**src/logic/fixPkg.sv**
```systemverilog
package fixPkg;

    // Sign plus integer and fraction bits
    localparam int N_INT  = 8;
    localparam int N_MANT = 8;
    localparam int N_TOT  = N_INT + N_MANT;

    typedef logic signed [N_TOT:0] fixNum;

    // Vector length and adder tree shape
    localparam int VEC_LEN     = 4;
    localparam int ADDERS_COMB = 1;
    localparam int SUM_LAYERS  = $clog2(VEC_LEN);

    // Product register plus the tree registers
    localparam int DOT_LATENCY = 1 + SUM_LAYERS / ADDERS_COMB;

    typedef enum logic {
        FPU_ADD,
        FPU_MULT
    } fpuOp;

    // Bus widths
    localparam int ADDR_W = 12;
    localparam int DATA_W = 32;

    // Register map, byte addresses
    localparam logic [ADDR_W-1:0] ADDR_CTRL   = 12'h000;
    localparam logic [ADDR_W-1:0] ADDR_STATUS = 12'h004;
    localparam logic [ADDR_W-1:0] ADDR_RESULT = 12'h008;
    // Lanes sit four bytes apart from these bases
    localparam logic [ADDR_W-1:0] ADDR_A_BASE = 12'h010;
    localparam logic [ADDR_W-1:0] ADDR_B_BASE = 12'h020;

    typedef enum logic [1:0] {
        RESP_OKAY   = 2'b00,
        RESP_SLVERR = 2'b10
    } axiResp;

    // Fields driven by the AXI4-Lite master
    typedef struct packed {
        logic [ADDR_W-1:0] awaddr;
        logic              awvalid;
        logic [DATA_W-1:0] wdata;
        logic              wvalid;
        logic              bready;
        logic [ADDR_W-1:0] araddr;
        logic              arvalid;
        logic              rready;
    } axiLiteReq;

    // Fields driven by the AXI4-Lite slave
    typedef struct packed {
        logic              awready;
        logic              wready;
        axiResp            bresp;
        logic              bvalid;
        logic              arready;
        logic [DATA_W-1:0] rdata;
        axiResp            rresp;
        logic              rvalid;
    } axiLiteRsp;

    // One operand per lane
    typedef fixNum [VEC_LEN-1:0] fixVec;

endpackage
```
**src/logic/dotTop.sv**
```systemverilog
`timescale 1ns/1ps

module dotTop (
    input  logic              clk,
    input  logic              reset,
    input  fixPkg::axiLiteReq req,
    output fixPkg::axiLiteRsp rsp
);
    import fixPkg::*;

    // Operands and start from the register block
    fixVec opA;
    fixVec opB;
    logic  start;

    // Result back from the datapath
    fixNum dotResult;
    logic  resultValid;

    axiLiteRegs regs (
        .clk(clk),
        .reset(reset),
        .req(req),
        .rsp(rsp),
        .opA(opA),
        .opB(opB),
        .start(start),
        .dotResult(dotResult),
        .resultValid(resultValid)
    );

    dotProduct datapath (
        .clk(clk),
        .reset(reset),
        .start(start),
        .opA(opA),
        .opB(opB),
        .dotResult(dotResult),
        .resultValid(resultValid)
    );

endmodule

```
**src/logic/axiLiteRegs.sv**
```systemverilog
`timescale 1ns/1ps

module axiLiteRegs (
    input  logic              clk,
    input  logic              reset,
    input  fixPkg::axiLiteReq req,
    output fixPkg::axiLiteRsp rsp,
    output fixPkg::fixVec     opA,
    output fixPkg::fixVec     opB,
    output logic              start,
    input  fixPkg::fixNum     dotResult,
    input  logic              resultValid
);
    import fixPkg::*;

    // Byte address of a lane within an operand bank
    function automatic logic [ADDR_W-1:0] laneAddr(logic [ADDR_W-1:0] base, int lane);
        return base + ADDR_W'(4 * lane);
    endfunction

    function automatic logic [DATA_W-1:0] signExt(fixNum value);
        return {{(DATA_W - N_TOT - 1){value[N_TOT]}}, value};
    endfunction

    function automatic logic isMapped(logic [ADDR_W-1:0] addr);
        logic hit;
        hit = (addr == ADDR_CTRL) || (addr == ADDR_STATUS) || (addr == ADDR_RESULT);
        for (int i = 0; i < VEC_LEN; i++) begin
            if (addr == laneAddr(ADDR_A_BASE, i) || addr == laneAddr(ADDR_B_BASE, i)) begin
                hit = 1'b1;
            end
        end
        return hit;
    endfunction

    logic              awready;
    logic              wready;
    logic              arready;
    logic              awFire;
    logic              wFire;
    logic              arFire;
    logic              awHeld;
    logic              wHeld;
    logic [ADDR_W-1:0] awAddrQ;
    logic [DATA_W-1:0] wDataQ;
    logic [ADDR_W-1:0] wrAddr;
    logic [DATA_W-1:0] wrData;
    logic              doWrite;
    logic              wrMapped;
    logic              startNext;
    logic              bvalid;
    axiResp            bresp;
    logic              rvalid;
    axiResp            rresp;
    logic [DATA_W-1:0] rdata;
    logic [DATA_W-1:0] rdNext;
    logic              rdMapped;
    logic              done;
    fixNum             resultQ;

    // A held beat or a pending response blocks the write channels
    assign awready = !awHeld && !bvalid;
    assign wready  = !wHeld && !bvalid;
    assign arready = !rvalid;

    assign awFire = req.awvalid && awready;
    assign wFire  = req.wvalid && wready;
    assign arFire = req.arvalid && arready;

    // Use the held beat if it came first, else the one on the bus
    assign wrAddr  = awHeld ? awAddrQ : req.awaddr;
    assign wrData  = wHeld ? wDataQ : req.wdata;
    assign doWrite = (awHeld || awFire) && (wHeld || wFire);

    assign wrMapped  = isMapped(wrAddr);
    assign startNext = doWrite && (wrAddr == ADDR_CTRL) && wrData[0];

    always_ff @(posedge clk) begin
        if (reset) begin
            awHeld <= 1'b0;
            wHeld  <= 1'b0;
            bvalid <= 1'b0;
        end else if (doWrite) begin
            awHeld <= 1'b0;
            wHeld  <= 1'b0;
            bvalid <= 1'b1;
        end else begin
            if (awFire) begin
                awHeld <= 1'b1;
            end
            if (wFire) begin
                wHeld <= 1'b1;
            end
            if (bvalid && req.bready) begin
                bvalid <= 1'b0;
            end
        end
    end

    always_ff @(posedge clk) begin
        if (awFire) begin
            awAddrQ <= req.awaddr;
        end
        if (wFire) begin
            wDataQ <= req.wdata;
        end
        if (doWrite) begin
            bresp <= wrMapped ? RESP_OKAY : RESP_SLVERR;
        end
    end

    // Operand, control and result registers
    always_ff @(posedge clk) begin
        if (reset) begin
            opA     <= '0;
            opB     <= '0;
            start   <= 1'b0;
            done    <= 1'b0;
            resultQ <= '0;
        end else begin
            start <= startNext;
            if (doWrite) begin
                for (int i = 0; i < VEC_LEN; i++) begin
                    if (wrAddr == laneAddr(ADDR_A_BASE, i)) begin
                        opA[i] <= wrData[N_TOT:0];
                    end
                    if (wrAddr == laneAddr(ADDR_B_BASE, i)) begin
                        opB[i] <= wrData[N_TOT:0];
                    end
                end
            end
            if (resultValid) begin
                resultQ <= dotResult;
            end
            // A new start wins over a result still draining from the pipeline
            if (startNext || start) begin
                done <= 1'b0;
            end else if (resultValid) begin
                done <= 1'b1;
            end
        end
    end

    // Read mux, control and unmapped addresses read zero
    always_comb begin
        rdNext   = '0;
        rdMapped = isMapped(req.araddr);
        if (req.araddr == ADDR_STATUS) begin
            rdNext = {{(DATA_W - 1){1'b0}}, done};
        end else if (req.araddr == ADDR_RESULT) begin
            rdNext = signExt(resultQ);
        end else begin
            for (int i = 0; i < VEC_LEN; i++) begin
                if (req.araddr == laneAddr(ADDR_A_BASE, i)) begin
                    rdNext = signExt(opA[i]);
                end
                if (req.araddr == laneAddr(ADDR_B_BASE, i)) begin
                    rdNext = signExt(opB[i]);
                end
            end
        end
    end

    always_ff @(posedge clk) begin
        if (reset) begin
            rvalid <= 1'b0;
        end else if (arFire) begin
            rvalid <= 1'b1;
        end else if (rvalid && req.rready) begin
            rvalid <= 1'b0;
        end
    end

    always_ff @(posedge clk) begin
        if (arFire) begin
            rdata <= rdNext;
            rresp <= rdMapped ? RESP_OKAY : RESP_SLVERR;
        end
    end

    always_comb begin
        rsp.awready = awready;
        rsp.wready  = wready;
        rsp.bresp   = bresp;
        rsp.bvalid  = bvalid;
        rsp.arready = arready;
        rsp.rdata   = rdata;
        rsp.rresp   = rresp;
        rsp.rvalid  = rvalid;
    end

endmodule

```
**src/logic/dotProduct.sv**
```systemverilog
`timescale 1ns/1ps

module dotProduct (
    input  logic          clk,
    input  logic          reset,
    input  logic          start,
    input  fixPkg::fixVec opA,
    input  fixPkg::fixVec opB,
    output fixPkg::fixNum dotResult,
    output logic          resultValid
);
    import fixPkg::*;

    fixNum laneProd[VEC_LEN];
    fixNum prodReg[VEC_LEN];

    // One bit per pipeline stage, several computations may be in flight
    logic [DOT_LATENCY-1:0] validPipe;

    for (genvar i = 0; i < VEC_LEN; i++) begin : gLane
        fixPu #(.op(FPU_MULT)) mult (
            .a(opA[i]),
            .b(opB[i]),
            .result(laneProd[i])
        );
    end

    // Products are taken at start so later operand writes do not disturb the run
    always_ff @(posedge clk) begin
        if (start) begin
            for (int i = 0; i < VEC_LEN; i++) begin
                prodReg[i] <= laneProd[i];
            end
        end
    end

    fixSum #(
        .size(VEC_LEN),
        .addersComb(ADDERS_COMB)
    ) tree (
        .clk(clk),
        .terms(prodReg),
        .sum(dotResult)
    );

    always_ff @(posedge clk) begin
        if (reset) begin
            validPipe <= '0;
        end else begin
            validPipe <= {validPipe[DOT_LATENCY-2:0], start};
        end
    end

    assign resultValid = validPipe[DOT_LATENCY-1];

endmodule

```
**src/logic/fixSum.sv**
```systemverilog
`timescale 1ns/1ps

module fixSum #(
    parameter int size       = 2,
    parameter int addersComb = 1
) (
    input  logic          clk,
    input  fixPkg::fixNum terms[size],
    output fixPkg::fixNum sum
);
    import fixPkg::*;

    // Number of terms that enter layer n
    function automatic int termsIn(int n);
        int count;
        count = size;
        for (int i = 0; i < n; i++) begin
            count = (count + 1) / 2;
        end
        return count;
    endfunction

    // One adder per neighbour pair in layer n
    function automatic int adderCount(int n);
        return termsIn(n) / 2;
    endfunction

    // Outputs of layer n, an odd last term rides along unchanged
    function automatic int regCount(int n);
        return (termsIn(n) + 1) / 2;
    endfunction

    // First node feeding layer n; the input terms fill the lowest nodes
    function automatic int firstNode(int n);
        int index;
        index = 0;
        for (int i = 0; i < n; i++) begin
            index += termsIn(i);
        end
        return index;
    endfunction

    localparam int layers = $clog2(size);
    localparam int nodes  = firstNode(layers) + 1;

    fixNum node[nodes];

    for (genvar t = 0; t < size; t++) begin : gInput
        assign node[t] = terms[t];
    end

    // With a single term there are no layers and the input goes straight out
    for (genvar l = 0; l < layers; l++) begin : gLayer
        localparam int inBase  = firstNode(l);
        localparam int outBase = firstNode(l + 1);
        localparam int adders  = adderCount(l);
        localparam int outs    = regCount(l);

        for (genvar j = 0; j < outs; j++) begin : gNode
            fixNum layerOut;

            if (j < adders) begin : gAdd
                fixPu #(.op(FPU_ADD)) adder (
                    .a(node[inBase + 2*j]),
                    .b(node[inBase + 2*j + 1]),
                    .result(layerOut)
                );
            end else begin : gPass
                assign layerOut = node[inBase + 2*j];
            end

            // Register every addersComb layers to cut the adder chain
            if ((l + 1) % addersComb == 0) begin : gReg
                always_ff @(posedge clk) begin
                    node[outBase + j] <= layerOut;
                end
            end else begin : gComb
                assign node[outBase + j] = layerOut;
            end
        end
    end

    assign sum = node[nodes - 1];

endmodule

```
**src/logic/fixPu.sv**
```systemverilog
`timescale 1ns/1ps

module fixPu #(
    parameter fixPkg::fpuOp op = fixPkg::FPU_ADD
) (
    input  fixPkg::fixNum a,
    input  fixPkg::fixNum b,
    output fixPkg::fixNum result
);
    import fixPkg::*;

    if (op == FPU_ADD) begin : gAdd
        // Wraps at the number width
        assign result = a + b;
    end else begin : gMult
        // Full product carries twice the fraction bits
        logic signed [2*N_TOT+1:0] product;

        assign product = a * b;
        // Arithmetic shift floors toward minus infinity before the cut to width
        assign result = fixNum'(product >>> N_MANT);
    end

endmodule

```
**config.mk**
```make
export PLATFORM = sky130hd
export DESIGN_NAME = dotTop
export DESIGN_NICKNAME = d
export VERILOG_FILES = /design/src/logic/fixPkg.sv /design/src/logic/dotTop.sv /design/src/logic/axiLiteRegs.sv /design/src/logic/dotProduct.sv /design/src/logic/fixSum.sv /design/src/logic/fixPu.sv
export SDC_FILE = /design/constraint.sdc
export NUM_CORES = 2
export LEC_CHECK = 0
export ABC_AREA = 1
export BUFFER_PORTS_ARGS = -buffer_cell sky130_fd_sc_hd__buf_2
export CORE_MARGIN = 1
export CORE_UTILIZATION = 50
export DETAILED_ROUTE_END_ITERATION = 8
export PLACE_DENSITY = 0.66
export SLEW_MARGIN = 20
export SYNTH_ARGS = -nofsm -noshare
export SYNTH_HDL_FRONTEND = slang
export SYNTH_HIERARCHICAL = 1
export SYNTH_SLANG_ARGS = --single-unit
```
**constraint.sdc**
```tcl
create_clock -name clk -period 16.8 [get_ports clk]
set_input_delay 3.36 -clock clk [delete_from_list [all_inputs] [get_ports clk]]
set_output_delay 3.36 -clock clk [all_outputs]
set_load 0.01 [all_outputs]
```
Word-level counts from Yosys, hierarchy flattened
Cells that the tools add are included.
{ "word_totals": {"reg_bits": 346, "latch_bits": 0, "mem_bits_rw": 0, "mem_bits_ro": 0, "inputBits": 63, "elab_cells": 125, "n_memories": 0} }
{ "op_classes": {"add_sub_neg": 3, "mul": 4, "div": 0, "order_cmp": 0, "eq_ne": 20, "n_shift": 0, "n_mux": 26, "n_bitwise": 0, "n_reduce_logical": 43} }
{ "op_table": {"columns": ["op", "count"], "rows": [
  ["$mux 32", 9],
  ["$mul 17x17->25", 4],
  ["$eq 12x5->1 const B", 8],
  ["$eq 12x6->1 const B", 8],
  ["$add 17x17->17", 3],
  ["$eq 12x3->1 const B", 2],
  ["$eq 12x4->1 const B", 2],
  ["$logic_not 12->1", 2],
  ["$mux 17", 1],
  ["$reduce_and 2->1", 8],
  ["$logic_or 1x1->1", 15],
  ["$mux 1", 13],
  ["$mux 12", 1],
  ["$logic_and 1x1->1", 10],
  ["$logic_not 1->1", 4],
  ["$mux 2", 2],
  ["$reduce_bool 2->1", 2],
  ["$reduce_or 2->1", 2]
]} }

Longest topological paths before layout
{ "logic_depth": {"ltp_word": 11, "ltp_mapped": 28} }

Modules after synthesis
Netlist, hierarchy kept.
{ "by_module_without_submodules": {"columns": ["mod", "instances", "cells_per_inst", "area_per_inst_um2"], "rows": [
  ["fixPu (datapath.gLane[1].mult ...)", 2, 1274, 9072.5],
  ["axiLiteRegs", 1, 1296, 9593.0],
  ["fixPu (datapath.gLane[3].mult)", 1, 1270, 9100.0],
  ["fixPu (datapath.gLane[0].mult)", 1, 1237, 8972.4],
  ["dotProduct", 1, 77, 2124.5],
  ["fixPu (datapath.tree.gLayer[0].gNode[0].gAdd.adder ...)", 2, 197, 1021.0],
  ["fixSum", 1, 68, 1148.6],
  ["fixPu (datapath.tree.gLayer[1].gNode[0].gAdd.adder)", 1, 197, 1008.5]
]} }

Worst setup path after synthesis
No wires, ideal clock.
{ "synth_path": {"path_kind": "in2reg", "start": "in req[15] in the netlist's numbering", "end": "reg regs/opA[13] in the netlist's numbering", "setup_time_ps": 128, "arrival_time_ps": 5869, "setup_slack_ps": 10802, "path_stages": 7, "path_buffers": 1, "path_cell_list": "nor3b_1 nor2_1 nor2_4 nand3_1 clkbuf_1 o21ai_0 a21oi_1"} }
{ "synth_between": {"elab_chain_cells": 4} }
{ "synth_rtl": {"columns": ["element", "line", "rtl"], "rows": [
  ["from (decl)", "dotTop.sv:6", "input fixPkg::axiLiteReq req,"],
  ["$logic_and 1x1->1", "axiLiteRegs.sv:67", "assign wFire = req.wvalid && wready;"],
  ["$logic_or 1x1->1", "axiLiteRegs.sv:73", "assign doWrite = (awHeld || awFire) && (wHeld || wFire);"],
  ["$logic_and 1x1->1", "axiLiteRegs.sv:73", null],
  ["via regs.doWrite", "axiLiteRegs.sv:48", "logic doWrite;"],
  ["$reduce_and 2->1 (no line)", null, null],
  ["to (signal, indexed assignment)", "axiLiteRegs.sv:125", "opA[i] <= wrData[N_TOT:0];"],
  ["to (decl)", "axiLiteRegs.sv:8", "output fixPkg::fixVec opA,"]
]} }
The timed path passes the listed nets, and every way through them passes these cells.
A chain may end at the register's enable or synchronous reset.

Final worst setup path
{ "layout_path": {"start": "in req[9] in the netlist's numbering", "end": "reg regs.rdata[10] (data pin)"} }
{ "layout_between": {"elab_chain_cells": 10, "word_cells_on_any_way": 19} }
{ "layout_rtl": {"columns": ["element", "line", "rtl"], "rows": [
  ["$eq 12x5->1", "axiLiteRegs.sv:154", "if (req.araddr == laneAddr(ADDR_A_BASE, i)) begin"],
  ["$mux 32", "axiLiteRegs.sv:154", null],
  ["$mux 32", "axiLiteRegs.sv:157", "if (req.araddr == laneAddr(ADDR_B_BASE, i)) begin"],
  ["$mux 32", "axiLiteRegs.sv:154", null],
  ["$mux 32", "axiLiteRegs.sv:157", null],
  ["$mux 32", "axiLiteRegs.sv:154", null],
  ["$mux 32", "axiLiteRegs.sv:157", null],
  ["$mux 32", "axiLiteRegs.sv:154", null],
  ["$mux 32", "axiLiteRegs.sv:157", null],
  ["$mux 32", "axiLiteRegs.sv:150", "end else if (req.araddr == ADDR_RESULT) begin"],
  ["to (signal assigned)", "axiLiteRegs.sv:176", "rdata <= rdNext;"],
  ["to (decl)", "axiLiteRegs.sv:55", "logic [DATA_W-1:0] rdata;"]
]} }
Several ways; a longest one is shown, not always the timed one.

==> impl_results.md <==
* Status: finished, final reports clean
* Syn Inst Count at 7087
* Post-Route WL at 140 mm
* Layout area overhead at 4.48%
* Vias in the first global route at 42300
* Clock skew at 37.5 ps
* Core footprint at 103000 um2
* Drt pass-1 iters at 6
* Fraction of post-synthesis cell area in the top cell type by area at 32.1%
* Largest net degree at the start of global routing at 77
* Fmax achieved at 144 MHz
* PD cells at 32.3 nW/um2
* R2R cell count at 21
* Hold Path Sink: datapath/validPipe[1]$_SDFF_PP0_
* Starting Density at 50.4%
* Fin crit period at 6940 ps
* Worst R2R Setup Slack at 10350 ps
* Leak at 31.4 nW
* Number of setup buffers added after CTS at 0
* Htree depth at 2
* Number of I/O pins at 104
* Unrepaired setup endpoints after global routing: no
* Vias at 41900
* Setup-failing EPs final at 0
* Post-cts hold buffer count at 0
* Register area share after synthesis at 14.9%
* Drt wl/cell at 16.8 um
* First-pass GRT wire length at 228 mm
* Crit-path max FO at 23
* Placer Congestion at 0.959
* Initial antenna violation count at 9
* TritonCTS Buffers at 37
* Crit. End Element: flop
* Startpoint Class: primary input
* Filler cells at 9975
* Number of synthesized flops with an enable pin at 116
* NumNets Final at 8165
* Die width at 325 um
* Clock tree root buffer cell: clkbuf_16
* PortBufs at 86
* Synth unique cells at 55
* Vias per inst at 5.03
* Measured slew at the worst slew-check pin at 1160 ps
* Drt drc at 0
* CTS tree: built
* Worst-path clk slew at 60 ps
* Detail Placement HPWL at 109 mm
* 1st-iter DRT viols at 3566
* Worst Path Required at 17100 ps
* Slew Viols, Final at 0
* Ys async rst share at 0%
* Setup TNS at 0 ps
* Total GRT Usage at 27.5%
* CTS sink count at 329
* Critical path arrival at 7240 ps
* Hold path depth at 2
* Syn avg cell area at 7.36 um2
* Critical R2R Launch: regs/opA[60]$_SDFFE_PP0P_
* Slew headroom at 22.3%
* Row Count at 118
* #FFs+latches synth at 329
* Die Area at 106000 um2
* Cell taking the most area after synthesis: fa_1
* Tot Pwr at 1.76 mW
* Worst vdd rail ir drop at 0.0711 mV
* Max_cap viols at 0
* Total gr overflow at 0
* Deepest clock path buffer count at 3
* Area contributors post-synth: fa_1 32%, inv_1 16%, nand2_1 13%
* Critical setup path kind: in2reg
* Ys Warns at 6
* Post-synth top cells: 2226 x inv_1, 1773 x nand2_1, 835 x fa_1
* Post_cts resized at 0
* Clk Latency, worst-skew pair at 580 ps
* Final worst-path cycle share at 41.3%
* Mapped cell area at 52100 um2
* Hold Path Class: reg2reg
* RR Endpoint: datapath/prodReg[16]$_DFFE_PP_
* Hold Path Origin: datapath/validPipe[0]$_SDFF_PP0_
* Share of cells above drive strength 1 at 4.60%
* Final Hold Vio Count at 0
* Main synth FF type: dfxtp_1
* Die height at 325 um
* Post-DRT Antenna Nets at 0
* Count leader, synth: inv_1
[cell usage in the layout (no fill, tap or decap), drive strengths merged, types with 9 or more instances in the layout]
cell type	count
a21oi	268
nor4	12
buf	131
clkbuf	46
nor3	31
ha	332
nand2	1813
xor2	64
nand3	192
o21bai	12
xnor2	41
clkinv	17
inv	2243
fa	835
mux2	16
or2	18
o21ai	287
nand4	9
nor2	208
dfxtp	213
nand3b	16
edfxtp	116
[per-layer routing]
layer / global-route usage [%] / part of all wire, % / vias up / wire, um
met2: 44.3 / 45 / 1398 / 63900
met3: 3.57 / 8.1 / 215 / 11300
met1: 38.8 / 44 / 20400 / 61100
li1: - / - / 19900 / -
met4: 7.82 / 2.9 / 6 / 4130
met5: 0 / 0.030 / - / 42
[state kept, by name, indices dropped and copies added, names as in the netlist]
name                flops
regs/rvalid             1
datapath/tree/sum      17
regs/resultQ           17
regs/rresp              1
regs/awAddrQ           12
regs/bvalid             1
datapath/tree/node     34
regs/opA               68
regs/awHeld             1
regs/bresp              1
regs/wHeld              1
datapath/validPipe      3
datapath/prodReg       68
regs/done               1
regs/wDataQ            17
regs/start              1
regs/rdata             17
regs/opB               68
[worst max path at each step]
stage / cells past startpoint / start / slack [ps] / endpoint
2_1_floorplan: 7 / req[15] / 10800 / regs/opA[13]$_SDFFE_PP0P_
3_3_place_gp: 13 / req[3] / 9570 / regs/rdata[10]$_SDFFCE_PP0P_
3_5_place_dp: 13 / req[9] / 9570 / regs/rdata[10]$_SDFFCE_PP0P_
4_1_cts: 13 / req[9] / 10180 / regs/rdata[10]$_SDFFCE_PP0P_
5_1_grt: 13 / req[3] / 9700 / regs/rdata[10]$_SDFFCE_PP0P_
6_report: 13 / req[9] / 9860 / regs/rdata[10]$_SDFFCE_PP0P_
[final cells by class]
type	count	area, um2	area share, %
Multi-Input combinational cell	4191	34600	63.5
Inverter	2245	8430	15.5
Antenna cell	1	2.50	0.00459
Tap cell	1380	1730	3.17
Sequential cell	329	7750	14.2
Clock buffer	46	970	1.78
Clock inverter	22	256	0.471
Timing Repair Buffer	131	768	1.41
[cell families (layout without fill, tap and decap cells)]
group                      Yosys count  count (layout)  share of synthesized area (%)
AOI/OAI and AO/OA                  596             596                           6.12
xor gates and xnor gates           105             105                           1.76
adders and majority gates         1167            1167                           40.0
buffers and inverters             2568            2444                           18.9
DFF                                329             329                           14.9
muxes                               17              17                          0.365
other                                1               3                        0.00719
and+or+nand+nor                   2304            2304                           18.0
[critical path, stage by stage]
cell     delay [ps]
buf_2           100
nor2_1          580
nand2_1         150
nor2_1          760
nand2_1         680
o21ai_0         340
a21oi_1         100
o21ai_0         360
nand2_1         100
nand2_1          90
nand2_1          50
a21oi_1         410
nor2_1          120
[per-stage QoR]
step                      worst slack (ps)  cell area [um2]  cells  util [%]  hold WS, ps
after detailed placement              9570            53200   8276      51.4          395
final                                 9860            54500   8345      52.6          403
after global placement                9570            53200   8276      51.4          389
after global routing                  9700            54500   8344      52.6          418
after floorplan                      10800            52100   7088         -          388
after CTS                            10180            54500   8344      52.6          404
[power by group]
group	switching, mW	internal [mW]
registers	0.00758	0.832
clock network	0.368	0.467
logic	0.0630	0.0208
total	0.439	1.32
(Power assumes the default switching activity.)
